[src/verilog/core_pkg.sv]
`default_nettype none

package core_pkg;

	localparam int DATA_WIDTH = 8;
	localparam int IADDR_WIDTH = 10;
	localparam int NUM_REGS = 8;
	localparam int IMEM_DEPTH = 1024;
	localparam int NUM_READ_PORTS = 2; // rn and the register-form source
	localparam int ALU_SEL_WIDTH = 4;

	typedef logic [DATA_WIDTH-1:0] data_t;
	typedef logic [IADDR_WIDTH-1:0] iaddr_t;
	typedef logic [ALU_SEL_WIDTH-1:0] alu_sel_t;

	// alu function select
	localparam alu_sel_t ALU_OR = 4'd0;
	localparam alu_sel_t ALU_AND = 4'd1;
	localparam alu_sel_t ALU_NOT = 4'd2;
	localparam alu_sel_t ALU_ADD = 4'd3;
	localparam alu_sel_t ALU_SUB = 4'd4;
	localparam alu_sel_t ALU_SHLZ = 4'd5;
	localparam alu_sel_t ALU_SHLO = 4'd6;
	localparam alu_sel_t ALU_SHRZ = 4'd7;
	localparam alu_sel_t ALU_SHRO = 4'd8;
	localparam alu_sel_t ALU_PASS = 4'd9;

	typedef enum logic {FETCH_RUN, FETCH_SQUASH} fetch_state_t;

endpackage

`default_nettype wire

[src/verilog/isa_pkg.sv]
`default_nettype none

package isa_pkg;

	// ==============================
	// field widths
	// ==============================
	localparam int INSTR_WIDTH = 23;
	localparam int REG_IDX_WIDTH = 3;
	localparam int OPCODE_WIDTH = 4;
	localparam int COND_WIDTH = 2;
	localparam int IMM8_WIDTH = 8;

	// word layout
	// [22:20] rn, source and destination
	// [19:15] reserved and zero
	// [14:13] condition
	// [12]    reserved and zero
	// [11:8]  i8 opcode, then [7:4] i3 opcode and [3:0] i0 opcode
	// [7:0]   immediate
	typedef logic [INSTR_WIDTH-1:0] instr_t;
	typedef logic [REG_IDX_WIDTH-1:0] reg_idx_t;
	typedef logic [OPCODE_WIDTH-1:0] opcode_t;
	typedef logic [COND_WIDTH-1:0] cond_t;
	typedef logic [IMM8_WIDTH-1:0] imm8_t;

	// i8 space, odd codes below 1000 take a register operand
	localparam opcode_t OP_ORI = 4'b0000;
	localparam opcode_t OP_ORR = 4'b0001;
	localparam opcode_t OP_ANDI = 4'b0010;
	localparam opcode_t OP_ANDR = 4'b0011;
	localparam opcode_t OP_ADDI = 4'b0100;
	localparam opcode_t OP_ADDR = 4'b0101;
	localparam opcode_t OP_SUBI = 4'b0110;
	localparam opcode_t OP_SUBR = 4'b0111;
	localparam opcode_t OP_LDI = 4'b1000;
	localparam opcode_t OP_BF = 4'b1101;
	localparam opcode_t OP_CALL = 4'b1110;
	localparam opcode_t OP_PREFIX = 4'b1111; // escape to the next space

	// i3 space
	localparam opcode_t I3_SHLZI = 4'b0000;
	localparam opcode_t I3_SHLZR = 4'b0001;
	localparam opcode_t I3_SHLOI = 4'b0010;
	localparam opcode_t I3_SHLOR = 4'b0011;
	localparam opcode_t I3_SHRZI = 4'b0100;
	localparam opcode_t I3_SHRZR = 4'b0101;
	localparam opcode_t I3_SHROI = 4'b0110;
	localparam opcode_t I3_SHROR = 4'b0111;
	localparam opcode_t I3_IN = 4'b1000;
	localparam opcode_t I3_OUT = 4'b1011;

	// i0 space
	localparam opcode_t I0_NOT = 4'b0000;
	localparam opcode_t I0_TEST = 4'b0010;
	localparam opcode_t I0_RETURN = 4'b0011;
	localparam opcode_t I0_NOP = 4'b0101;

	localparam cond_t COND_Z = 2'd0;
	localparam cond_t COND_NZ = 2'd1;
	localparam cond_t COND_N = 2'd2;
	localparam cond_t COND_AL = 2'd3;

	localparam instr_t INSTR_NOP = {3'd0, 5'd0, COND_AL, 1'b0, OP_PREFIX, OP_PREFIX, I0_NOP};

endpackage

`default_nettype wire

[src/verilog/alu.sv]
`timescale 1ns/1ps
`default_nettype none

module alu
(
	input wire core_pkg::data_t i_a,
	input wire core_pkg::data_t i_b,
	input wire core_pkg::alu_sel_t i_sel,
	output core_pkg::data_t o_y
);

logic [2:0] amount;
core_pkg::data_t fill_low;
core_pkg::data_t fill_high;

assign amount = {1'b0, i_b[1:0]} + 3'd1; // shifts by 1 to 4

// ones shifted in for the fill-with-ones kinds
assign fill_low = ~({core_pkg::DATA_WIDTH{1'b1}} << amount);
assign fill_high = ~({core_pkg::DATA_WIDTH{1'b1}} >> amount);

always_comb
begin
	case (i_sel)
		core_pkg::ALU_OR: o_y = i_a | i_b;
		core_pkg::ALU_AND: o_y = i_a & i_b;
		core_pkg::ALU_NOT: o_y = ~i_a;
		core_pkg::ALU_ADD: o_y = i_a + i_b;
		core_pkg::ALU_SUB: o_y = i_a - i_b;
		core_pkg::ALU_SHLZ: o_y = i_a << amount;
		core_pkg::ALU_SHLO: o_y = (i_a << amount) | fill_low;
		core_pkg::ALU_SHRZ: o_y = i_a >> amount;
		core_pkg::ALU_SHRO: o_y = (i_a >> amount) | fill_high;
		core_pkg::ALU_PASS: o_y = i_a;
		default: o_y = i_a;
	endcase
end

endmodule

`default_nettype wire

[src/verilog/execute_stage.sv]
`timescale 1ns/1ps
`default_nettype none

module execute_stage
(
	input wire clk,
	input wire reset,
	input wire i_valid,
	input wire isa_pkg::cond_t i_cond,
	input wire isa_pkg::reg_idx_t i_dest,
	input wire core_pkg::iaddr_t i_instr_addr,
	input wire isa_pkg::imm8_t i_imm8,
	input wire core_pkg::data_t i_op_a,
	input wire core_pkg::data_t i_op_b,
	input wire core_pkg::alu_sel_t i_alu_sel,
	input wire i_write_reg,
	input wire i_is_out,
	input wire i_is_test,
	input wire i_is_bf,
	input wire i_is_call,
	input wire i_is_return,
	output logic o_wb_en,
	output isa_pkg::reg_idx_t o_wb_reg,
	output core_pkg::data_t o_wb_data,
	output core_pkg::data_t o_out,
	output logic o_out_strobe,
	output logic o_jump,
	output core_pkg::iaddr_t o_target
);

logic z; // zero flag
logic n; // negative flag
core_pkg::iaddr_t link;
core_pkg::iaddr_t offset;
core_pkg::data_t alu_y;
logic cond_ok;
logic exec;

alu u_alu
(
	.i_a(i_op_a),
	.i_b(i_op_b),
	.i_sel(i_alu_sel),
	.o_y(alu_y)
);

// ==============================
// condition and commit
// ==============================
always_comb
begin
	cond_ok = 1'b1;
	case (i_cond)
		isa_pkg::COND_Z: cond_ok = z;
		isa_pkg::COND_NZ: cond_ok = !z;
		isa_pkg::COND_N: cond_ok = n;
		isa_pkg::COND_AL: cond_ok = 1'b1;
	endcase
end

assign exec = i_valid && cond_ok;

assign o_wb_en = exec && i_write_reg; // lands at the commit edge
assign o_wb_reg = i_dest;
assign o_wb_data = alu_y;

// branch offset is signed and relative to the branch itself
assign offset = {{(core_pkg::IADDR_WIDTH - isa_pkg::IMM8_WIDTH){i_imm8[isa_pkg::IMM8_WIDTH-1]}},
	i_imm8};
assign o_target = i_is_return ? link : i_instr_addr + offset;
assign o_jump = exec && (i_is_bf || i_is_call || i_is_return);

always_ff @(posedge clk)
begin
	if (reset)
	begin
		o_out <= '0;
		o_out_strobe <= 1'b0;
		z <= 1'b0;
		n <= 1'b0;
	end
	else
	begin
		o_out_strobe <= exec && i_is_out; // one cycle per out
		if (exec && i_is_out)
			o_out <= i_op_a;
		if (exec && i_is_test)
		begin
			z <= (i_op_a == '0);
			n <= i_op_a[core_pkg::DATA_WIDTH-1];
		end
	end
end

// single-entry return address
always_ff @(posedge clk)
begin
	if (exec && i_is_call)
		link <= i_instr_addr + core_pkg::iaddr_t'(1);
end

endmodule

`default_nettype wire

[config.mk]
export PLATFORM = sky130hd
export DESIGN_NAME = execute_stage
export DESIGN_NICKNAME = d
export VERILOG_FILES = /design/src/verilog/core_pkg.sv /design/src/verilog/isa_pkg.sv /design/src/verilog/alu.sv /design/src/verilog/execute_stage.sv
export SDC_FILE = /design/constraint.sdc
export NUM_CORES = 1
export LEC_CHECK = 0
export BUFFER_PORTS_ARGS = -buffer_cell sky130_fd_sc_hd__buf_2
export CAP_MARGIN = 20
export CORE_MARGIN = 1.5
export CORE_UTILIZATION = 40
export CTS_BUF_LIST = sky130_fd_sc_hd__clkbuf_16
export DETAILED_ROUTE_END_ITERATION = 6
export GPL_TIMING_DRIVEN = 0
export SYNTH_ARGS = -nofsm -noshare
export SYNTH_HDL_FRONTEND = slang
export SYNTH_SLANG_ARGS = --single-unit
[constraint.sdc]
create_clock -name clk -period 10.5 [get_ports clk]
set_clock_uncertainty 0.05 [all_clocks]
set_input_delay 1.05 -clock clk [delete_from_list [all_inputs] [get_ports clk]]
set_output_delay 1.05 -clock clk [all_outputs]
set_load 0.05 [all_outputs]
==> impl_metrics.py <==
metrics = {
    "die": {
        "io_pins": 84,
        "start_util_pct": 42.1,
        "core_area_sq_mm": 0.00691,
        "die_h_um": 88.3,
        "dieArea_sq_mm": 0.00779,
        "die_w_um": 88.3,
        "rows": 30,
    },
    "grt": {
        "grt_max_degree": 14,
        "grt_busiest_layer": "met2",
        "use_met1_pct": 30.7,
        "met3_usage_pct": 4.48,
        "grt_pass1_wl_mm": 13.3,
        "grt_pass1_vias": 2794,
        "grtUsageTotal_pct": 21.7,
        "antenna_found_initial": 0,
        "use_met2_pct": 35.1,
        "overflow": 0,
    },
    "power": {
        "peakVddDrop_mv": 0.0507,
        "fin_total_pwr_uw": 349,
        "internal_power_uw": 203,
        "switchingPower_uw": 146,
        "p_sw_share_pct": 41.9,
        "p_seq_share_pct": 25.7,
        "p_leak_nw": 1.52,
        "clkPwrFrac_pct": 23.3,
        "powerDensity_mw_per_mm2": 99.8,
        "pwr-share-comb_pct": 51.0,
    },
    "layout": {
        "layout-drive-gt1-share_pct": 23.9,
        "finalNetCount": 535,
        "fillCellCount": 723,
        "syn_to_final_growth_pct": 20.2,
        "num_antenna_cells": 0,
    },
    "yosys": {
        "yosys.area.top_type": "edfxtp_1",
        "synth_cells": 375,
        "synthTopCellsByCount": "31 x nand2_1, 31 x nor2_1, 24 x ha_1, 23 x o21ai_0, 22 x a21oi_1",
        "synth-seq-cells": 21,
        "synth_top_area_share_pct": 10.3,
        "synth.distinct_cells": 61,
        "syn_area_sq_mm": 0.00291,
        "ys_seq_area_share_pct": 17.9,
        "ys.flop_type": "dfxtp_1",
        "yosys-top-cells-area": "edfxtp_1 10%, ha_1 10%, dfxtp_1 7.6%",
        "mappedNetlistNets": 453,
        "yosysWarnings": 0,
        "synth-async-reset-ratio_pct": 0,
        "synth_area_per_cell_sq_um": 7.76,
        "synth_edf_count": 10,
    },
    "detailed_routing": {
        "drt-total-wl_mm": 8.58,
        "drtPass1Iterations": 5,
        "antenna_left": 0,
        "wl_per_cell_um": 15.5,
        "drc": 0,
        "vias": 3098,
        "viasPerCell": 5.61,
        "drtIter0Drc": 239,
    },
    "timing": {
        "tightest_slew_ns": 0.564,
        "min_period_ns": 5.97,
        "final_max_slew_viol_count": 0,
        "timing.final.hold_violations": 0,
        "finalCritPeriodShare_pct": 56.8,
        "max_freq_mhz": 168,
        "maxSlewHeadroom_pct": 62.4,
        "fin_tns_setup_ns": 0,
        "setup_viol": 0,
        "rsz0062_at_grt": "false",
    },
    "critical_path": {
        "end_kind": "output pin",
        "cp-start-kind": "primary input",
        "crit_path_max_fanout": 10,
        "path_class": "in2out",
        "required_ns": 9.40,
        "r2r_slack_ns": 8.43,
        "cp.arrival_ns": 4.87,
    },
    "placed_design": {
        "dp_hpwl_mm": 6.73,
        "io_buffers": 77,
        "gp_congestion": 0.919,
    },
    "clock_tree": {
        "cts_tree": "done",
        "cts_buffer_depth": 2,
        "post-cts-setup-buffer-count": 0,
        "cts_resized": 0,
        "path_clk_slew_ns": 0.06,
        "numCtsBuffers": 3,
        "ctsHtreeMaxLevel": 1,
        "cts.root.buffer_cell": "clkbuf_16",
        "clock-sinks": 21,
        "cts_hold_buffers": 0,
        "insertion_delay_ns": 0.25,
    },
    "run": {
        "maxCapViolCount": 0,
    },
    "hold_path": {
        "hp-class": "reg2reg",
    },
    "status": {
        "status": "complete, no violations",
    },
}
-- logic make-up after synthesis --
kind of cell | Yosys count | synth area share, %
and+or+nand+nor | 124 | 20.6
AOI/OAI and AO/OA | 114 | 27.6
buffers and inverters | 49 | 7.48
adders and majority gates | 27 | 12.0
xor gates and xnor gates | 23 | 6.92
DFF | 21 | 17.9
muxes | 17 | 7.44
-- registers in the layout, summed over array words and instances, names as in the netlist --
name          cells
z                 1
n                 1
o_out_strobe      1
o_out             8
link             10
-- layout by cell type, fill, tap and decap left out, types with 10 or more instances in the layout --
cell and count:
a21oi_1 22, a31oi_1 11, buf_2 89, clkbuf_1 13, dfxtp_1 11, edfxtp_1 10, ha_1 24, inv_1 20
mux2i_1 10, nand2_1 31, nand3_1 16, nor2_1 31, nor3_1 12, o21ai_0 23, xnor2_1 16
-- metrics by stage --
| stage | cell area (sq um) | cells | utilization, % | hold slack, ns | setup slack [ns] |
|---|---|---|---|---|---|
| 2_1_floorplan | 2910 | 375 | - | 0.414 | 4.89 |
| 3_3_place_gp | 3410 | 548 | 49.4 | 0.389 | 4.56 |
| 3_5_place_dp | 3410 | 548 | 49.4 | 0.399 | 4.55 |
| 4_1_cts | 3500 | 552 | 50.6 | 0.407 | 4.55 |
| 5_1_grt | 3500 | 552 | 50.6 | 0.424 | 4.28 |
| 6_report | 3500 | 552 | 50.6 | 0.405 | 4.53 |
-- final timing paths --
check	from	end	depth (start not counted)
min	o_out[1]	o_out[1]	2
max reg2reg	z	link[9]	5
max	i_op_b[0]	o_wb_data[5]	16
min reg2reg	o_out[1]	o_out[1]	2
-- worst max-delay path, stage by stage --
cell      delay, ns
buf_2          0.17
buf_6          0.16
clkbuf_1       0.37
inv_1          0.24
ha_1           0.41
clkbuf_1       0.39
mux2_2         0.28
inv_1          0.05
ha_1           0.25
nor2b_1        0.14
o31a_1         0.29
o21ai_0        0.14
or3b_1         0.36
a311oi_1       0.26
nor2_1         0.06
buf_2          0.21
-- area by class of cell --
cell class	instances	area, sq um	area share [%]
Clock inverter	1	6.26	0.179
Tap cell	96	120	3.44
Timing Repair Buffer	77	385	11.0
Sequential cell	21	520	14.9
Multi-Input combinational cell	305	2170	62.1
Inverter	20	75.1	2.15
Buffer	29	143	4.08
Clock buffer	3	75.1	2.15
-- metal layers --
layer  routed length [um]  part of all wire, %
met1                 3950                   46
met2                 3910                   46
met3                  669                  7.8
met4                   51                 0.59
met5                    0                    0
-- power by group through the flow --
stage | Combinational, mW | Sequential [mW] | Clock [mW]
global placement | 0.175 | 0.0913 | 0
finish | 0.178 | 0.0896 | 0.0812
floorplan | 0.127 | 0.0953 | 0
CTS | 0.177 | 0.0896 | 0.0836
detailed placement | 0.177 | 0.0913 | 0
global route | 0.193 | 0.0898 | 0.0875
No activity file was read; power rests on OpenSTA's default activity.
