[config.mk]
export PLATFORM = sky130hd
export DESIGN_NAME = fetch_unit
export DESIGN_NICKNAME = d
export VERILOG_FILES = /design/src/verilog/core_pkg.sv /design/src/verilog/isa_pkg.sv /design/src/verilog/fetch_unit.sv
export SDC_FILE = /design/constraint.sdc
export NUM_CORES = 1
export LEC_CHECK = 0
export ABC_CLOCK_PERIOD_IN_PS = 1900
export BUFFER_PORTS_ARGS = -buffer_cell sky130_fd_sc_hd__buf_2
export CAP_MARGIN = 20
export CORE_AREA = 5 5 63 65
export DETAILED_ROUTE_END_ITERATION = 12
export DIE_AREA = 0 0 68 70
export PLACE_DENSITY = 0.76
export RECOVER_POWER = 25
export REMOVE_ABC_BUFFERS = 1
export SYNTH_ARGS = -nofsm -noshare
export SYNTH_HDL_FRONTEND = slang
export SYNTH_SLANG_ARGS = --single-unit
[constraint.sdc]
create_clock -name clk -period 1.9 [get_ports clk]
set_input_delay 0.285 -clock clk [delete_from_list [all_inputs] [get_ports clk]]
set_output_delay 0.285 -clock clk [all_outputs]
set_load 0.05 [all_outputs]
[src/verilog/core_pkg.sv]
`default_nettype none

package core_pkg;

	localparam int DATA_WIDTH = 8;
	localparam int IADDR_WIDTH = 10;
	localparam int NUM_REGS = 8;
	localparam int IMEM_DEPTH = 1024;
	localparam int NUM_READ_PORTS = 2; // rn and the register-form source
	localparam int ALU_SEL_WIDTH = 4;

	typedef logic [DATA_WIDTH-1:0] data_t;
	typedef logic [IADDR_WIDTH-1:0] iaddr_t;
	typedef logic [ALU_SEL_WIDTH-1:0] alu_sel_t;

	// alu function select
	localparam alu_sel_t ALU_OR = 4'd0;
	localparam alu_sel_t ALU_AND = 4'd1;
	localparam alu_sel_t ALU_NOT = 4'd2;
	localparam alu_sel_t ALU_ADD = 4'd3;
	localparam alu_sel_t ALU_SUB = 4'd4;
	localparam alu_sel_t ALU_SHLZ = 4'd5;
	localparam alu_sel_t ALU_SHLO = 4'd6;
	localparam alu_sel_t ALU_SHRZ = 4'd7;
	localparam alu_sel_t ALU_SHRO = 4'd8;
	localparam alu_sel_t ALU_PASS = 4'd9;

	typedef enum logic {FETCH_RUN, FETCH_SQUASH} fetch_state_t;

endpackage

`default_nettype wire

[src/verilog/isa_pkg.sv]
`default_nettype none

package isa_pkg;

	// ==============================
	// field widths
	// ==============================
	localparam int INSTR_WIDTH = 23;
	localparam int REG_IDX_WIDTH = 3;
	localparam int OPCODE_WIDTH = 4;
	localparam int COND_WIDTH = 2;
	localparam int IMM8_WIDTH = 8;

	// word layout
	// [22:20] rn, source and destination
	// [19:15] reserved and zero
	// [14:13] condition
	// [12]    reserved and zero
	// [11:8]  i8 opcode, then [7:4] i3 opcode and [3:0] i0 opcode
	// [7:0]   immediate
	typedef logic [INSTR_WIDTH-1:0] instr_t;
	typedef logic [REG_IDX_WIDTH-1:0] reg_idx_t;
	typedef logic [OPCODE_WIDTH-1:0] opcode_t;
	typedef logic [COND_WIDTH-1:0] cond_t;
	typedef logic [IMM8_WIDTH-1:0] imm8_t;

	// i8 space, odd codes below 1000 take a register operand
	localparam opcode_t OP_ORI = 4'b0000;
	localparam opcode_t OP_ORR = 4'b0001;
	localparam opcode_t OP_ANDI = 4'b0010;
	localparam opcode_t OP_ANDR = 4'b0011;
	localparam opcode_t OP_ADDI = 4'b0100;
	localparam opcode_t OP_ADDR = 4'b0101;
	localparam opcode_t OP_SUBI = 4'b0110;
	localparam opcode_t OP_SUBR = 4'b0111;
	localparam opcode_t OP_LDI = 4'b1000;
	localparam opcode_t OP_BF = 4'b1101;
	localparam opcode_t OP_CALL = 4'b1110;
	localparam opcode_t OP_PREFIX = 4'b1111; // escape to the next space

	// i3 space
	localparam opcode_t I3_SHLZI = 4'b0000;
	localparam opcode_t I3_SHLZR = 4'b0001;
	localparam opcode_t I3_SHLOI = 4'b0010;
	localparam opcode_t I3_SHLOR = 4'b0011;
	localparam opcode_t I3_SHRZI = 4'b0100;
	localparam opcode_t I3_SHRZR = 4'b0101;
	localparam opcode_t I3_SHROI = 4'b0110;
	localparam opcode_t I3_SHROR = 4'b0111;
	localparam opcode_t I3_IN = 4'b1000;
	localparam opcode_t I3_OUT = 4'b1011;

	// i0 space
	localparam opcode_t I0_NOT = 4'b0000;
	localparam opcode_t I0_TEST = 4'b0010;
	localparam opcode_t I0_RETURN = 4'b0011;
	localparam opcode_t I0_NOP = 4'b0101;

	localparam cond_t COND_Z = 2'd0;
	localparam cond_t COND_NZ = 2'd1;
	localparam cond_t COND_N = 2'd2;
	localparam cond_t COND_AL = 2'd3;

	localparam instr_t INSTR_NOP = {3'd0, 5'd0, COND_AL, 1'b0, OP_PREFIX, OP_PREFIX, I0_NOP};

endpackage

`default_nettype wire

[src/verilog/fetch_unit.sv]
`timescale 1ns/1ps
`default_nettype none

module fetch_unit
(
	input wire clk,
	input wire reset,
	input wire i_jump,
	input wire core_pkg::iaddr_t i_target,
	output core_pkg::iaddr_t o_read_addr,
	input wire isa_pkg::instr_t i_read_data,
	output isa_pkg::instr_t o_instr,
	output core_pkg::iaddr_t o_instr_addr,
	output logic o_valid,
	output core_pkg::iaddr_t o_pc
);

core_pkg::iaddr_t pc;
core_pkg::fetch_state_t state; // says whether the registered slot may execute

// ==============================
// program counter and slot state
// ==============================
always_ff @(posedge clk)
begin
	if (reset)
	begin
		pc <= '0;
		state <= core_pkg::FETCH_SQUASH; // nothing fetched yet
	end
	else
	begin
		if (i_jump)
		begin
			// word read this cycle is on the wrong path
			pc <= i_target;
			state <= core_pkg::FETCH_SQUASH;
		end
		else
		begin
			pc <= pc + core_pkg::iaddr_t'(1);
			state <= core_pkg::FETCH_RUN;
		end
	end
end

// fetched word travels with its own address
always_ff @(posedge clk)
begin
	o_instr_addr <= pc;
	o_instr <= i_read_data;
end

assign o_valid = (state == core_pkg::FETCH_RUN);
assign o_read_addr = pc; // memory reads through in the same cycle
assign o_pc = pc;

endmodule

`default_nettype wire

==> results of run 1 <==
==> worst max-delay path: cells and delay by family, from the launching register on <==
family	cells	cell delay, ps
AOI/OAI and AO/OA	1	240
and+or+nand+nor	2	530
DFF	1	460
adders and majority gates	1	280
==> power breakdown <==
group | internal [mW] | switching, mW
logic | 0.0900 | 0.316
registers | 0.980 | 0.0339
clock network | 0.315 | 0.285
==> kinds of logic after synthesis <==
family	count (synthesis)
simple gates	26
fa+ha+maj	1
buf+inv	14
xor+xnor	3
compound gates	14
mux	1
flops	44
==> state kept, by name, summed over array words and instances (netlist names) <==
| signal | count |
|---|---|
| o_instr_addr | 10 |
| o_pc | 10 |
| o_instr | 23 |
| state | 1 |
==> routing by layer <==
| metal | wire length, um | vias up |
|---|---|---|
| li1 | - | 515 |
| met1 | 1010 | 414 |
| met2 | 1330 | 69 |
| met3 | 596 | 6 |
| met4 | 59 | 0 |
| met5 | 0 | - |
==> stage by stage <==
stage / worst slack (ps) / utilization (%)
floorplan: -298 / -
global placement: 412 / 51.1
detailed placement: 334 / 51.1
CTS: 307 / 53.9
global route: 183 / 54.1
finish: 312 / 54.1
==> area by class of cell <==
| type | count | area (sq um) |
|---|---|---|
| Fill cell | 295 | 1510 |
| Clock inverter | 2 | 38.8 |
| Timing Repair Buffer | 90 | 454 |
| Multi-Input combinational cell | 45 | 288 |
| Tap cell | 46 | 57.6 |
| Inverter | 2 | 7.51 |
| Sequential cell | 44 | 881 |
| Clock buffer | 6 | 51.3 |
==> how the worst max path moves through the flow <==
| stage | from | end | slack, ps | depth (start not counted) |
|---|---|---|---|---|
| 2_1_floorplan | o_pc[0] | o_pc[8] | -300 | 4 |
| 3_3_place_gp | o_pc[0] | o_pc[8] | 410 | 4 |
| 3_5_place_dp | o_pc[0] | o_pc[8] | 330 | 4 |
| 4_1_cts | o_pc[0] | o_pc[8] | 310 | 4 |
| 5_1_grt | o_pc[0] | o_pc[6] | 180 | 4 |
| 6_report | o_pc[0] | o_pc[8] | 310 | 4 |
==> timing repair <==
action / 4_1_cts / 5_1_grt
hold buffers: 0 / 1
gates resized for setup: 0 / 0
endpoints found under the hold margin: 0 / 1
endpoints found under the setup margin: 0 / 0
==> placed cells by master, fill, tap and decap left out, drive strengths merged <==
| master | n |
|---|---|
| buf | 88 |
| dfxtp | 44 |
| nor2 | 10 |
| clkbuf | 7 |
| a311oi | 5 |
| nand2 | 5 |
| or3 | 3 |
| o21ai | 3 |
| xor2 | 3 |
| nand3 | 3 |
| inv | 2 |
| nand4 | 2 |
| or4 | 2 |
| o31ai | 2 |
| a211oi | 2 |
| a21oi | 2 |
| mux2i | 1 |
| or2 | 1 |
| ha | 1 |
| clkinv | 1 |
| bufinv | 1 |
| dlygate4sd3 | 1 |
==> run metrics, run 1 <==
average cell area after synthesis=12.2 sq um; peak supply drop=358 uV; Hold Path End=o_instr[1]; grt met3 use=about 7%; chip width=around 68 um; CTS tree=yes; simple-gate share of the synthesized area=11.1%; Routed WL=2990 um; critical path class=reg2reg; Slew @ Worst Pin=516 ps; Clk Latency, worst-skew pair=340 ps; # port buffers=between 80 and 90; detailed placement HPWL=~2300 um; FF-to-FF path depth=4; layout cells sized above 1=a little over half; Synth area leaders=dfxtp_1, buf_4, a311oi_1, nor2_1, xor2_1; die area=between 4000 and 5000 sq um; pwr/cell area=~1100 nW/um^2; Antenna Nets Post-Route=0; number of antenna diodes=0; crit-path cells=ha_1 -> nand4_1 -> or3_2 -> a311oi_1; Post-Synth Adder-Cell Area=0.994%; clk sinks=between 40 and 50; setup repair bufs after CTS=0; Synth Flop Type=dfxtp_1; Final period util=a little over four fifths; post-layout min period=around 1600 ps; clock buffer depth=2; Max Cap Viol=0; EDFF count, synth=0; Crit Reg-Reg Endpoint=o_pc[8]; worst rel slew slack=around 66%; fin cells=235; Final Hold Vio Count=0; register area share after synthesis=around 70%; largest family of logic cells by synthesized area=simple AND/OR/NAND/NOR gates; placed cells=about 230; design area=approximately 1800 sq um; top cell type's share of synthesized area=70.0%; antenna violations before repair=0; synthesized area=approximately 1300 sq um; WP data required=approximately 2200 ps; Post-Syn Instances=a little over 100; largest net degree at the start of global routing=16; static leakage=0.885 nW; Final GP Congestion=about 0.73; GR Layer Usage met2=between 20 and 25%; vias in the first global route=913; worst min-delay path class=in2reg; DIE HEIGHT=about 70 um; synth unique cells=21; GRT busiest layer=met2; area delta synth->final=41.3%; clock-pin transition on the worst setup and hold timing paths=between 100 and 150 ps; GRT overflow=0; clock root cell=clkbuf_4; setup skew after layout=around 3.8 ps; FF-to-FF setup slack=between 300 and 400 ps; leading cell types by count after synthesis=dfxtp_1, buf_4, nor2_1; Site Rows=21; DRC viols=0; worst hold path depth=1; Seq cells post-synth=44; core area=3280 sq um; Pre-antenna DRT Iters=4; crit path capture type=flip-flop; hold_ws=between 30 and 40 ps; r2r startpoint=o_pc[0]; placed inst area=~1700 sq um; Critical Path Start Type=flip-flop; Synth Area in XOR/XNOR=2.09%; compound-cell area share of the yosys netlist=7.85%; Ports=90; critical path peak fanout=7; fin. max-slew vios=0; status=complete, no violations; CTS HTree Levels=2; Total Power=2.02 mW; Final setup viols=0; Layout Nets=between 200 and 250; total CTS buffers=5; DR iter-0 viols=50; Critical Path AT=~1900 ps; max frequency=about 630 MHz; TNS Setup=0 ps; Starting Density=between 30% and 40%; slowest cell delay on critical path=roughly 460 ps; dominant cell type by area after synthesis=dfxtp_1; most numerous cell in the Yosys netlist=dfxtp_1; GRT Util Overall=approximately 12%; DR WL/cell=roughly 13 um; via/cell ratio=between 4 and 5; RSZ-0062 raised after global routing=no; vias post-DR=approximately 1000; hold path startpoint=i_read_data[1]; proportion of synthesized area in mux cells=less than 1%; met1 Track Usage GR=between 10% and 20%; Worst path slowest cell=dfxtp_1; ys async rst share=0%; first-pass GRT wire length=about 4400 um; Syn. warnings=0
No activity file was read; power rests on OpenSTA's default activity.
==> inputs of run 2 (changes only) <==
Settings changed: ABC_CLOCK_PERIOD_IN_PS 1900 to 1600.
Clock period 1.9 ns to 1.6 ns, I/O delays scaled along.
==> run 2 against run 1 <==
Register-to-register slack got worse by 150 ps. Final cell count rose by 11%. Hold slack improved by 96 ps. Via count rose by 14%. Maximum frequency rose by 10%. Final area rose by 12%. Global-route usage rose by 2.9 points.
==> run metrics, run 2 (synthesized netlist as in run 1, its figures left out) <==
Final setup viols=0 (unchanged); peak supply drop=345 uV (was 358 uV); vias post-DR=1146 (was 1004); Final Hold Vio Count=0 (unchanged); area of the multi-input gates=290 sq um (was 288 sq um); FF-to-FF path depth=4 (unchanged); Worst path slowest cell=or3_2 (was dfxtp_1); end-of-flow core utilization=60.5% (was 54.1%); CP top delay family=simple AND/OR/NAND/NOR gates (unchanged); first-pass GRT wire length=5460 um (was 4420 um); core area=3280 sq um (unchanged); fin cells=260 (was 235); placed inst area=1710 sq um (was 1680 sq um); clock root cell=clkbuf_4 (unchanged); fin. max-slew vios=0 (unchanged); worst rel slew slack=65.9% (was 65.6%); vias in the first global route=1093 (was 913); die area=4760 sq um (unchanged); slowest cell delay on critical path=420 ps (was 460 ps); DR WL/cell=14.3 um (was 12.7 um); static leakage=0.973 nW (was 0.885 nW); WP data required=1860 ps (was 2170 ps); clock-pin transition on the worst setup and hold timing paths=120 ps (about the same); Pre-antenna DRT Iters=4 (unchanged); placed cells=230 (was 226); clk sinks=44 (unchanged); clock buffer depth=2 (unchanged); clock share of power=21.9% (was 29.7%); Hold Path End=o_pc[1] (was o_instr[1]); max frequency=694 MHz (was 630 MHz); worst hold path depth=3 (was 1); total CTS buffers=5 (unchanged); number of antenna diodes=0 (unchanged); FF-to-FF setup slack=160 ps (was 310 ps); commonest non-fill, non-tap cell in the layout=buf_2 (unchanged); DIE HEIGHT=70 um (unchanged); Critical Path Start Type=flip-flop (unchanged); Int Pwr=1.48 mW (was 1.38 mW); GRT overflow=0 (unchanged); DRC viols=0 (unchanged); Layout Nets=251 (was 225); pwr/cell area=1130 nW/um^2 (was 1140 nW/um^2); via/cell ratio=4.41 (was 4.27); RSZ-0062 raised after global routing=no (unchanged); Comb power frac=24.5% (was 20.1%); hold path startpoint=i_target[1] (was i_read_data[1]); CTS tree=yes (unchanged); largest net degree at the start of global routing=16 (unchanged); largest reg by FF count=o_instr (unchanged); Slew @ Worst Pin=512 ps (was 516 ps); max reg flops=23 (unchanged); Max Cap Viol=0 (unchanged); Total Power=2.24 mW (was 2.02 mW); Starting Density=38.3% (unchanged); area delta synth->final=57.9% (was 41.3%); Routed WL=3730 um (was 2990 um); status=complete, no violations (unchanged); antenna violations before repair=0 (unchanged); critical path class=reg2reg (unchanged); commonest cells after routing, fill and taps aside=buf_2, dfxtp_1, dlygate4sd3_1 (was buf_2, dfxtp_1, nor2_1); total area of sequential cells=882 sq um (was 881 sq um); crit-path cells=ha_2 -> nand4_1 -> or3_2 -> a311oi_1 (was ha_1 -> nand4_1 -> or3_2 -> a311oi_1); Fillers=269 (was 295); TNS Setup=0 ps (unchanged); chip width=68 um (unchanged); detailed placement HPWL=2350 um (was 2340 um); r2r startpoint=o_pc[1] (was o_pc[0]); Final period util=90.1% (was 83.6%); Clk Latency, worst-skew pair=340 ps (about the same); WP buf/inv=0 (unchanged); Site Rows=21 (unchanged); Final GP Congestion=0.736 (was 0.726); worst min-delay path class=in2reg (unchanged); critical path peak fanout=6 (was 7); sequential share of power=53.6% (was 50.2%); CTS HTree Levels=2 (unchanged); layout cells sized above 1=48.6% (was 53.4%); # port buffers=89 (unchanged); crit path capture type=flip-flop (unchanged); setup skew after layout=1.06 ps (was 3.76 ps); Critical Path AT=1700 ps (was 1860 ps); GRT Util Overall=15.3% (was 12.4%); Crit Reg-Reg Endpoint=o_pc[8] (unchanged); Ports=90 (unchanged); Psw=761 uW (was 635 uW); post-layout min period=1440 ps (was 1590 ps); design area=1990 sq um (was 1780 sq um); Antenna Nets Post-Route=0 (unchanged); Switching Share=34.0% (was 31.4%); DR iter-0 viols=29 (was 50)
## run 2: power by group through the flow
| stage | Combinational, mW | Clock, mW | Sequential (mW) |
|---|---|---|---|
| 2_1_floorplan | 0.0417 | 0 | 1.53 |
| 3_3_place_gp | 0.502 | 0 | 1.22 |
| 3_5_place_dp | 0.504 | 0 | 1.22 |
| 4_1_cts | 0.549 | 0.494 | 1.20 |
| 5_1_grt | 0.574 | 0.573 | 1.21 |
| 6_report | 0.548 | 0.491 | 1.20 |
## run 2: tightest hold or removal path, cell delays in order
cell and delay, ps:
buf_2 70, mux2i_1 50, nor2_1 70
## run 2: stage by stage
stage / setup slack (ps) / hold slack [ps]
final: 159 / 126
after global routing: 5.17 / 124
after CTS: 51.7 / 113
after detailed placement: 83.2 / 344
after global placement: 151 / 342
after floorplan: -598 / 268
## run 2: final cells by class
class | count | area share, %
clock inverter | 1 | 0.252
multi-input combinational | 45 | 14.6
clock buffer | 6 | 2.08
sequential | 44 | 44.4
tap | 46 | 2.90
inverter | 2 | 0.378
timing repair buffer | 116 | 35.4
## run 2: timing repair
action / CTS / global route
hold endpoints to repair: 23 / 0
hold buffers: 23 / 0
gates resized for setup: 0 / 2
buffers inserted: 0 / 0
setup endpoints to repair: 0 / 2
## run 2: per-layer routing
metal,up-vias,part of all wire (%),GRT usage (%)
met5,-,0,0
met4,0,1.4,5.96
met3,6,14,6.09
met2,70,45,24.6
met1,506,40,17.7
li1,564,-,-
## run 2: worst max path at each step
stage | startpoint | end | slack, ps | cells past startpoint
after floorplan | o_pc[0] | o_pc[8] | -600 | 4
after global placement | o_pc[1] | o_pc[8] | 150 | 4
after detailed placement | o_pc[1] | o_pc[8] | 80 | 4
after CTS | o_pc[1] | o_pc[8] | 50 | 4
after global routing | o_pc[1] | o_pc[8] | 5 | 4
final | o_pc[1] | o_pc[8] | 160 | 4
