===== src/verilog/core_pkg.sv =====
`default_nettype none

package core_pkg;

	localparam int DATA_WIDTH = 8;
	localparam int IADDR_WIDTH = 10;
	localparam int NUM_REGS = 8;
	localparam int IMEM_DEPTH = 1024;
	localparam int NUM_READ_PORTS = 2; // rn and the register-form source
	localparam int ALU_SEL_WIDTH = 4;

	typedef logic [DATA_WIDTH-1:0] data_t;
	typedef logic [IADDR_WIDTH-1:0] iaddr_t;
	typedef logic [ALU_SEL_WIDTH-1:0] alu_sel_t;

	// alu function select
	localparam alu_sel_t ALU_OR = 4'd0;
	localparam alu_sel_t ALU_AND = 4'd1;
	localparam alu_sel_t ALU_NOT = 4'd2;
	localparam alu_sel_t ALU_ADD = 4'd3;
	localparam alu_sel_t ALU_SUB = 4'd4;
	localparam alu_sel_t ALU_SHLZ = 4'd5;
	localparam alu_sel_t ALU_SHLO = 4'd6;
	localparam alu_sel_t ALU_SHRZ = 4'd7;
	localparam alu_sel_t ALU_SHRO = 4'd8;
	localparam alu_sel_t ALU_PASS = 4'd9;

	typedef enum logic {FETCH_RUN, FETCH_SQUASH} fetch_state_t;

endpackage

`default_nettype wire


===== src/verilog/isa_pkg.sv =====
`default_nettype none

package isa_pkg;

	// ==============================
	// field widths
	// ==============================
	localparam int INSTR_WIDTH = 23;
	localparam int REG_IDX_WIDTH = 3;
	localparam int OPCODE_WIDTH = 4;
	localparam int COND_WIDTH = 2;
	localparam int IMM8_WIDTH = 8;

	// word layout
	// [22:20] rn, source and destination
	// [19:15] reserved and zero
	// [14:13] condition
	// [12]    reserved and zero
	// [11:8]  i8 opcode, then [7:4] i3 opcode and [3:0] i0 opcode
	// [7:0]   immediate
	typedef logic [INSTR_WIDTH-1:0] instr_t;
	typedef logic [REG_IDX_WIDTH-1:0] reg_idx_t;
	typedef logic [OPCODE_WIDTH-1:0] opcode_t;
	typedef logic [COND_WIDTH-1:0] cond_t;
	typedef logic [IMM8_WIDTH-1:0] imm8_t;

	// i8 space, odd codes below 1000 take a register operand
	localparam opcode_t OP_ORI = 4'b0000;
	localparam opcode_t OP_ORR = 4'b0001;
	localparam opcode_t OP_ANDI = 4'b0010;
	localparam opcode_t OP_ANDR = 4'b0011;
	localparam opcode_t OP_ADDI = 4'b0100;
	localparam opcode_t OP_ADDR = 4'b0101;
	localparam opcode_t OP_SUBI = 4'b0110;
	localparam opcode_t OP_SUBR = 4'b0111;
	localparam opcode_t OP_LDI = 4'b1000;
	localparam opcode_t OP_BF = 4'b1101;
	localparam opcode_t OP_CALL = 4'b1110;
	localparam opcode_t OP_PREFIX = 4'b1111; // escape to the next space

	// i3 space
	localparam opcode_t I3_SHLZI = 4'b0000;
	localparam opcode_t I3_SHLZR = 4'b0001;
	localparam opcode_t I3_SHLOI = 4'b0010;
	localparam opcode_t I3_SHLOR = 4'b0011;
	localparam opcode_t I3_SHRZI = 4'b0100;
	localparam opcode_t I3_SHRZR = 4'b0101;
	localparam opcode_t I3_SHROI = 4'b0110;
	localparam opcode_t I3_SHROR = 4'b0111;
	localparam opcode_t I3_IN = 4'b1000;
	localparam opcode_t I3_OUT = 4'b1011;

	// i0 space
	localparam opcode_t I0_NOT = 4'b0000;
	localparam opcode_t I0_TEST = 4'b0010;
	localparam opcode_t I0_RETURN = 4'b0011;
	localparam opcode_t I0_NOP = 4'b0101;

	localparam cond_t COND_Z = 2'd0;
	localparam cond_t COND_NZ = 2'd1;
	localparam cond_t COND_N = 2'd2;
	localparam cond_t COND_AL = 2'd3;

	localparam instr_t INSTR_NOP = {3'd0, 5'd0, COND_AL, 1'b0, OP_PREFIX, OP_PREFIX, I0_NOP};

endpackage

`default_nettype wire


===== src/verilog/reg_file.sv =====
`timescale 1ns/1ps
`default_nettype none

module reg_file
(
	input wire clk,
	input wire isa_pkg::reg_idx_t i_read_reg [core_pkg::NUM_READ_PORTS],
	output core_pkg::data_t o_read_data [core_pkg::NUM_READ_PORTS],
	input wire i_write_en,
	input wire isa_pkg::reg_idx_t i_write_reg,
	input wire core_pkg::data_t i_write_data
);

core_pkg::data_t regs [core_pkg::NUM_REGS];

always_ff @(posedge clk)
begin
	if (i_write_en)
		regs[i_write_reg] <= i_write_data;
end

// write-through on every read port
for (genvar p = 0; p < core_pkg::NUM_READ_PORTS; p++)
begin : g_read
	assign o_read_data[p] = (i_write_en && i_write_reg == i_read_reg[p]) ?
		i_write_data : regs[i_read_reg[p]];
end

endmodule

`default_nettype wire

===== config.mk =====
export PLATFORM = sky130hd
export DESIGN_NAME = reg_file
export DESIGN_NICKNAME = d
export VERILOG_FILES = /design/src/verilog/core_pkg.sv /design/src/verilog/isa_pkg.sv /design/src/verilog/reg_file.sv
export SDC_FILE = /design/constraint.sdc
export NUM_CORES = 1
export LEC_CHECK = 0
export ABC_AREA = 1
export ABC_CLOCK_PERIOD_IN_PS = 1140
export BUFFER_PORTS_ARGS = -buffer_cell sky130_fd_sc_hd__buf_2
export CORE_MARGIN = 4
export CORE_UTILIZATION = 30
export DETAILED_ROUTE_END_ITERATION = 8
export PLACE_DENSITY_LB_ADDON = 0.12
export SLEW_MARGIN = 15
export SYNTH_ARGS = -nofsm -noshare
export SYNTH_HDL_FRONTEND = slang
export SYNTH_SLANG_ARGS = --single-unit

===== constraint.sdc =====
create_clock -name clk -period 1.14 [get_ports clk]
set_input_delay 0.228 -clock clk [delete_from_list [all_inputs] [get_ports clk]]
set_output_delay 0.228 -clock clk [all_outputs]
set_load 0.01 [all_outputs]

==> results of run 1 <==
-- power breakdown --
group / internal [W] / total [W] / switching, W
sequential: 0.00267 / 0.00270 / 0.0000244
clock: 0.00190 / 0.00289 / 0.000986
combinational: 0.000485 / 0.00121 / 0.000723
-- repair_timing --
action / 4_1_cts / 5_1_grt
hold buffers: 0 / 0
pin swaps: 63 / 39
endpoints found under the setup margin: 16 / 32
gates cloned: 0 / 1
resized for setup: 29 / 90
-- through the flow --
stage | instances | area [um2] | hold WS [ns]
6_report | 683 | 5090 | 0.165
5_1_grt | 683 | 5090 | 0.165
4_1_cts | 682 | 4800 | 0.156
3_5_place_dp | 666 | 4350 | 0.511
3_3_place_gp | 666 | 4350 | 0.514
2_1_floorplan | 466 | 3790 | 0.327
-- metal layers --
layer,vias to the layer above,share of wire
li1,1627,-
met1,1576,0.45
met2,105,0.45
met3,38,0.053
met4,2,0.043
met5,-,0.00057
-- logic make-up (layout without fill, tap and decap cells) --
group	after synthesis	in the layout	synth area share
buf+inv	91	160	0.115
simple gates	311	312	0.365
flops	64	64	0.521
-- final timing paths --
| kind | slack [ns] | end |
|---|---|---|
| max | -0.39 | o_read_data[3] |
| min | 0.17 | regs[7][7] |
-- worst max-delay path: cells and delay by family (launching register included) --
| family | cells | cell delay [ns] |
|---|---|---|
| DFF | 1 | 0.37 |
| buffers and inverters | 2 | 0.18 |
| and+or+nand+nor | 5 | 0.42 |
-- area by class of cell --
class	count	area (um2)
clock inverters	6	83.8
inverters	69	289
multi-input cells	312	1730
repair buffers	75	656
clock buffers	10	229
fillers	1225	6920
flip-flops and latches	64	1920
well taps	147	184
-- cells in the final DEF, fill, tap and decap left out, types with 3 or more instances in the layout --
cell | synthesis | routed
nand3_2 | 0 | 57
buf_4 | 8 | 35
inv_2 | 2 | 32
nor2_4 | 2 | 3
buf_2 | 12 | 17
edfxtp_1 | 64 | 64
buf_6 | 2 | 16
inv_1 | 61 | 29
inv_4 | 3 | 5
buf_12 | 0 | 6
nor2_1 | 10 | 8
nand2_2 | 3 | 35
nand3_1 | 111 | 54
clkbuf_16 | 0 | 9
nand2_1 | 182 | 151
==> out/qor.csv, run 1 <==
stage,metric,value,unit
run_status,status,finished with violations,
run_status,violations,setup timing,
worst_hold_path,hp-start,i_write_data[7],
placement,dp_slack,-0.369,ns
power_and_ir_drop,power.density,1330,mW/mm2
global_route,grt_start_max_net_pins,33,
sta,slew_violations,0,
synthesis,yosysMostFrequentCell,nand2_1,
setup_path,crit_path_end_kind,output pin,
placement,dp_hpwl,8280,um
sta,setup_violations,16,
synthesis,synthTopCellsByArea,"edfxtp_1 (52%), nand2_1 (19%), nand3_1 (15%)",
synthesis,postSynth.asyncResetShare,0,
placement,gp_congestion,0.837,
setup_path,worstPathArrival,1.30,ns
finish,layout-drive-gt1-share,0.425,
clock_tree,root_buffer,clkbuf_16,
finish,post-route-util,0.424,
detailed_routing,drtIter0Drc,199,
clock_tree,cts_tree,done,
detailed_routing,ant_nets,0,
global_route,grt_use_met1,0.225,
synthesis,yosys.area.top_type,edfxtp_1,
finish,fin_nets,550,
worst_hold_path,hold-path-cell-count,1,
finish,reg.largest.list,regs x64,
sta,slew_headroom,0.794,
power_and_ir_drop,p_leak,2.32,nW
clock_tree,clk_pin_slew,0.06,ns
setup_path,startpoint_type,register,
setup_path,critPathMaxStageDelay,0.37,ns
floorplanning,die_w,119,um
floorplanning,ioPinCount,35,
synthesis,ys_seq_elements,64,
detailed_routing,vias_per_cell,4.90,
power_and_ir_drop,p_total,0.00679,W
synthesis,yosys.area.top_type_share,0.521,
placement,portBuffers,34,
synthesis,ys_types,16,
synthesis,ys.flop_type,edfxtp_1,
synthesis,avgSynthCellArea,7.92,um2
detailed_routing,post_drt_wl_per_cell,18.0,um
setup_path,cp_data_required_time,0.91,ns
flow_run,max-cap-violations,0,
floorplanning,dieArea,0.0141,mm2
synthesis,syn_area,0.00369,mm2
detailed_routing,num_vias,3348,
global_route,antenna_found_initial,1,
global_route,grt_use_met3,0.0356,
global_route,grt_pass1_vias,3323,
setup_path,crit_fanout,2,
clock_tree,cts_buffers,9,
sta,setup_ws,-0.389,ns
floorplanning,rows,40,
clock_tree,post_cts_buffers,0,
sta,tightest_slew,0.309,ns
sta,rsz0062_at_grt,true,
global_route,grt-busiest-layer,met2,
power_and_ir_drop,peakVddDrop,0.000800,V
clock_tree,cts_sinks,64,
floorplanning,core_area,0.0120,mm2
setup_path,worstSetupPathType,register to output pin,
sta,fmax,0.654,GHz
synthesis,syn_nets,485,
setup_path,cp-startpoint,regs[7][3],
finish,syn_to_final_growth,37.8,%
synthesis,syn_inst,466,
sta,period_share,1.34,
detailed_routing,drtPass1Iterations,4,
sta,hold_viol_final,0,
worst_hold_path,hold_class,input port to register,
synthesis,synth_edf_count,64,
finish,largest-register,regs,
clock_tree,cts.path.max_buffers,2,
sta,min_period,1.53,ns
synthesis,yosysSeqAreaShare,0.521,
global_route,met2_usage,0.273,
finish,n_antenna_cell,0,
setup_path,cp_cell_sequence,inv_2 > nand2_1 > nand3_2 > nand3_1 > nand3_1 > nand2_2 > buf_6,
global_route,gr-usage-all-layers,0.176,
synthesis,synth_common_cells,"nand2_1 (182), nand3_1 (111), edfxtp_1 (64), inv_1 (61), buf_2 (12)",
clock_tree,cts_max_level,3,
global_route,grt.overflow.total,0,
setup_path,crit_slowest_cell,edfxtp_1,
detailed_routing,routed_wl,12300,um
sta,fin_setup_tns,-5.73,ns
floorplanning,start_util,0.307,
synthesis,synth_warnings,0,
detailed_routing,drc_errors,0,
global_route,grt_pass1_wl,18600,um
finish,largest_reg_flops,64,
setup_path,cp_common_cell,nand3_1,
floorplanning,die_height,119,um
No activity file was read; power rests on OpenSTA's default activity.
==> run 2: changes to the inputs <==
--- a/config.mk
+++ b/config.mk
@@ -7,7 +7,7 @@
 export LEC_CHECK = 0
 export ABC_AREA = 1
 export ABC_CLOCK_PERIOD_IN_PS = 1140
-export BUFFER_PORTS_ARGS = -buffer_cell sky130_fd_sc_hd__buf_2
+export BUFFER_PORTS_ARGS = -buffer_cell sky130_fd_sc_hd__clkbuf_2
 export CORE_MARGIN = 4
 export CORE_UTILIZATION = 30
 export DETAILED_ROUTE_END_ITERATION = 8
==> run 2 against run 1 <==
  * The run still ends with setup timing left
  * Die area unchanged
  * Via count increased by 1.0%
  * Cell area decreased by 0.52%
  * Core utilization decreased by 0.22 points
  * Combinational power decreased by 3%
  * Clock power decreased by 9.3%
  * Global-route usage about the same
  * Setup slack improved by 0.024 ns
==> out/qor.csv, run 2 (synthesis gave the netlist of run 1 again) <==
stage,metric,value,unit
detailed_routing,drtPass1Iterations,4,
placement,gp_congestion,0.866,
placement,portBuffers,34,
detailed_routing,ant_nets,0,
sta,hold_viol_final,0,
finish,layout-drive-gt1-share,0.423,
sta,slew_headroom,0.809,
placement,dp_slack,-0.467,ns
setup_path,cp_data_required_time,0.91,ns
detailed_routing,routed_wl,12100,um
finish,fin_nets,558,
finish,final_cells,691,
finish,layout_commonest_cell,nand2_1,
sta,slew_violations,0,
sta,rsz0062_at_grt,true,
detailed_routing,post_drt_wl_per_cell,17.6,um
flow_run,max-cap-violations,0,
global_route,grt_start_max_net_pins,33,
global_route,antenna_found_initial,0,
finish,post-route-util,0.421,
power_and_ir_drop,peakVddDrop,0.000641,V
clock_tree,root_buffer,clkbuf_16,
setup_path,endpoint,o_read_data[11],
finish,syn_to_final_growth,37.1,%
placement,dp_hpwl,8560,um
sta,setup_violations,16,
power_and_ir_drop,power.density,1280,mW/mm2
power_and_ir_drop,p_leak,2.34,nW
sta,period_share,1.32,
setup_path,worstPathArrival,1.28,ns
clock_tree,ctsHoldBuffers,0,
detailed_routing,vias_per_cell,4.90,
floorplanning,start_util,0.307,
global_route,grt_pass1_wl,18900,um
clock_tree,cts.path.max_buffers,2,
finish,largest_reg_flops,64,
run_status,status,finished with violations,
placement,dp_cells,672,
detailed_routing,num_vias,3383,
clock_tree,cts_sinks,64,
setup_path,cp-startpoint,i_read_reg[5],
finish,reg.largest.list,regs x64,
floorplanning,die_height,119,um
finish,largest-register,regs,
global_route,grt.overflow.total,0,
floorplanning,ioPinCount,35,
setup_path,startpoint_type,input port,
floorplanning,rows,40,
detailed_routing,drtIter0Drc,225,
sta,tightest_slew,0.287,ns
finish,final_cell_mix,"nand2_1 (154), edfxtp_1 (64), nand3_2 (57), nand3_1 (54), buf_4 (46)",
floorplanning,core_area,0.0120,mm2
global_route,grt_pass1_vias,3321,
finish,n_antenna_cell,0,
clock_tree,cts_tree,done,
sta,setup_ws,-0.365,ns
sta,min_period,1.50,ns
clock_tree,clk_pin_slew,0.06,ns
clock_tree,cts_buffers,9,
clock_tree,cts_max_level,3,
detailed_routing,drc_errors,0,
global_route,gr-usage-all-layers,0.176,
run_status,violations,setup timing,
sta,hold_ws,0.186,ns
floorplanning,dieArea,0.0141,mm2
worst_hold_path,hold_class,input port to register,
setup_path,worstSetupPathType,input port to output pin,
setup_path,crit_path_end_kind,output pin,
setup_path,crit_fanout,5,
floorplanning,die_w,119,um
sta,fmax,0.665,GHz
==> run 2: stage by stage <==
stage | TNS, ns | instance area [um2] | power (W)
detailed placement | -19.23 | 4370 | 0.00374
global placement | -19.60 | 4370 | 0.00375
CTS | -5.92 | 4780 | 0.00641
finish | -5.63 | 5060 | 0.00648
floorplan | -1.17 | 3790 | 0.00332
global route | -6.90 | 5060 | 0.00676
==> run 2: worst min-delay path by stage <==
stage                     from          to  slack (ns)  cells past startpoint
3_5_place_dp   i_write_data[7]  regs[4][7]        0.53                      1
6_report       i_write_data[7]  regs[4][7]        0.19                      1
3_3_place_gp   i_write_data[7]  regs[4][7]        0.53                      1
2_1_floorplan  i_write_data[0]  regs[0][0]        0.33                      0
5_1_grt        i_write_data[7]  regs[5][7]        0.18                      1
4_1_cts        i_write_data[7]  regs[4][7]        0.18                      1
==> run 2: repair_timing <==
item	4_1_cts	5_1_grt
pin swaps	45	34
resized for setup	30	90
endpoints found under the setup margin	24	37
endpoints found under the hold margin	0	0
setup buffers	2	0
gates cloned	1	0
==> run 2: per-layer routing <==
metal  part of all wire  routed length [um]  GRT usage
met3              0.064                 778     0.0404
met2               0.47                5770      0.282
met4              0.018                 219     0.0550
met5                  0                   0          0
met1               0.44                5380      0.236
==> run 2: cell type report <==
type,count,area (um2)
Clock buffer,9,225
Clock inverter,7,62.6
Fill cell,1229,6950
Inverter,69,289
Multi-Input combinational cell,312,1730
Sequential cell,64,1920
Tap cell,147,184
Timing Repair Buffer,83,649
==> run 2: critical path: stages <==
cell      delay, ns
clkbuf_4       0.15
inv_4          0.03
nand2_1        0.06
nand2_2        0.06
nor2_4         0.19
nand2_4        0.14
buf_4          0.17
nand3_2        0.06
nand2_2        0.06
buf_6          0.12
==> run 2: power by group <==
group | total (W) | internal, W | switching [W]
Clock | 0.00262 | 0.00166 | 0.000954
Combinational | 0.00117 | 0.000454 | 0.000716
Sequential | 0.00270 | 0.00267 | 0.0000230
Total | 0.00648 | 0.00479 | 0.00169
==> run 3: changes to the inputs <==
--- a/config.mk
+++ b/config.mk
@@ -5,13 +5,13 @@
 export SDC_FILE = /design/constraint.sdc
 export NUM_CORES = 1
 export LEC_CHECK = 0
-export ABC_AREA = 1
 export ABC_CLOCK_PERIOD_IN_PS = 1140
 export BUFFER_PORTS_ARGS = -buffer_cell sky130_fd_sc_hd__clkbuf_2
 export CORE_MARGIN = 4
 export CORE_UTILIZATION = 30
 export DETAILED_ROUTE_END_ITERATION = 8
 export PLACE_DENSITY_LB_ADDON = 0.12
+export SKIP_LAST_GASP = 1
 export SLEW_MARGIN = 15
 export SYNTH_ARGS = -nofsm -noshare
 export SYNTH_HDL_FRONTEND = slang
==> run 3 against run 2 <==
  * The run still ends with setup timing left
  * Die area decreased by 9.7%
  * Fmax shrank 30%
  * Combinational power is 14% lower
  * Sequential share of layout area is 6.0 points higher
  * First-iteration DRC count is 59% lower
  * Global-route usage is 4.0 points lower
  * Synthesized cell count decreased by 65%
  * Clock-buffer cell count up 1
  * Critical path type is now register to output pin
  * Largest cell class unchanged
==> out/qor.csv, run 3 <==
stage,metric,value,unit
synthesis,synth_edf_count,64,
clock_tree,root_buffer,clkbuf_8,
worst_hold_path,hold_class,input port to register,
synthesis,postSynth.asyncResetShare,0,
run_status,violations,setup timing,
global_route,grt_start_max_net_pins,18,
clock_tree,clk_pin_slew,0.07,ns
global_route,gr-usage-all-layers,0.136,
setup_path,worstPathArrival,1.92,ns
flow_run,max-cap-violations,0,
floorplanning,rows,38,
sta,hold_viol_final,0,
synthesis,yosys.area.top_type_share,0.581,
sta,setup_ws,-1.01,ns
placement,portBuffers,34,
setup_path,crit_path_end_kind,output pin,
power_and_ir_drop,p_leak,1.61,nW
detailed_routing,ant_nets,0,
floorplanning,ioPinCount,35,
synthesis,yosys.area.top_type,edfxtp_1,
sta,tightest_slew,0.367,ns
finish,final_cell_mix,"edfxtp_1 (64), mux4_2 (32), buf_4 (29), mux2_4 (26), clkbuf_2 (19)",
clock_tree,cts_buffers,9,
floorplanning,start_util,0.307,
setup_path,cp_common_cell,mux2_4,
synthesis,ys_seq_elements,64,
floorplanning,die_w,113,um
finish,syn_to_final_growth,32.1,%
global_route,antenna_found_initial,0,
detailed_routing,drtPass1Iterations,4,
synthesis,syn_inst,161,
power_and_ir_drop,peakVddDrop,0.000602,V
finish,n_antenna_cell,0,
finish,largest_reg_flops,64,
synthesis,syn_nets,180,
detailed_routing,drtIter0Drc,92,
sta,fmax,0.465,GHz
finish,layout-drive-gt1-share,0.695,
global_route,grt_pass1_vias,2058,
placement,dp_slack,-0.872,ns
sta,min_period,2.15,ns
clock_tree,post_cts_buffers,0,
synthesis,yosysMostFrequentCell,edfxtp_1,
synthesis,ys.flop_type,edfxtp_1,
synthesis,synthTopCellsByArea,"edfxtp_1 (58%), mux4_1 (14%), mux2_2 (10%)",
sta,period_share,1.89,
setup_path,crit_slowest_cell,mux4_2,
setup_path,cp_cell_sequence,mux4_2 > mux2_4 > mux2_4 > buf_6,
finish,post-route-util,0.405,
finish,n_fill_cell,982,
setup_path,critPathMaxStageDelay,0.50,ns
clock_tree,cts.path.max_buffers,2,
synthesis,syn_area,0.00331,mm2
setup_path,path_buf_inv,1,
floorplanning,die_height,113,um
placement,dp_cells,364,
synthesis,synth_warnings,0,
detailed_routing,num_vias,1872,
sta,rsz0062_at_grt,true,
setup_path,crit_family,multiplexers,
sta,slew_violations,0,
sta,slew_headroom,0.755,
finish,layout_commonest_cell,edfxtp_1,
floorplanning,core_area,0.0108,mm2
placement,gp_congestion,0.792,
global_route,grt_pass1_wl,12700,um
finish,fin_nets,254,
sta,setup_violations,16,
synthesis,avgSynthCellArea,20.5,um2
setup_path,startpoint_type,register,
detailed_routing,post_drt_wl_per_cell,21.6,um
power_and_ir_drop,power.density,1200,mW/mm2
global_route,grt.overflow.total,0,
synthesis,ys_types,16,
setup_path,crit_fanout,2,
clock_tree,cts_tree,done,
clock_tree,cts_max_level,3,
finish,final_cells,379,
sta,fin_setup_tns,-15.12,ns
placement,dp_hpwl,5980,um
detailed_routing,routed_wl,8200,um
finish,largest-register,regs,
synthesis,yosysSeqAreaShare,0.581,
finish,reg.largest.list,regs x64,
synthesis,synth_common_cells,"edfxtp_1 (64), mux2_2 (30), mux4_1 (18), mux4_2 (14)",
floorplanning,dieArea,0.0128,mm2
setup_path,worstSetupPathType,register to output pin,
detailed_routing,vias_per_cell,4.94,
detailed_routing,drc_errors,0,
setup_path,cp_data_required_time,0.91,ns
clock_tree,cts_sinks,64,
run_status,status,finished with violations,
==> run 3: cell count changes after synthesis, moves of 10 or more <==
cell,before,now
nand2_1,182,2
nand3_1,111,0
inv_1,61,0
mux2_2,0,30
mux4_1,0,18
mux4_2,0,14
buf_2,12,2
==> run 3: metal layers <==
metal | GRT usage | vias to the layer above | wire [um]
li1 | - | 825 | -
met1 | 0.183 | 996 | 3730
met2 | 0.219 | 39 | 4070
met3 | 0.0337 | 12 | 260
met4 | 0.0385 | 0 | 139
met5 | 0 | - | 0
==> run 3: what timing repair did <==
action	in CTS	in global routing
hold buffers	0	0
pin swaps	0	0
setup endpoints to repair	16	16
resized for setup	13	36
==> run 3: area by class of cell <==
class | instances | area (um2) | area share
multi-input combinational | 85 | 1400 | 0.320
sequential | 64 | 1920 | 0.440
timing repair buffer | 75 | 722 | 0.165
clock inverter | 5 | 25.0 | 0.00573
tap | 140 | 175 | 0.0401
clock buffer | 10 | 128 | 0.0292
==> run 3: worst paths after layout <==
kind	startpoint	endpoint	cells after the start
setup / recovery	regs[7][4]	o_read_data[4]	4
hold / removal	i_write_data[7]	regs[7][7]	1
==> run 3: logic make-up (layout without fill, tap and decap cells) <==
| family | Yosys count | count (layout) | synth area share |
|---|---|---|---|
| multiplexers | 64 | 64 | 0.349 |
| XOR/XNOR | 6 | 6 | 0.0159 |
| buffers and inverters | 12 | 90 | 0.0321 |
| AND/OR/NAND/NOR | 15 | 15 | 0.0216 |
| flip-flops | 64 | 64 | 0.581 |
==> run 3: through the flow <==
step / hold slack, ns / total power, W / instance area, um2
floorplan: 0.327 / 0.00331 / 3500
global placement: 0.538 / 0.00364 / 4160
detailed placement: 0.575 / 0.00366 / 4160
CTS: 0.214 / 0.00524 / 4270
global route: 0.250 / 0.00553 / 4370
finish: 0.242 / 0.00526 / 4370
==> run 3: power by group <==
group | leakage, nW | internal [W] | switching [W]
registers | 0.581 | 0.00267 | 0.0000319
clock network | 0.0854 | 0.000757 | 0.000793
logic | 0.944 | 0.000605 | 0.000404
total | 1.61 | 0.00403 | 0.00123
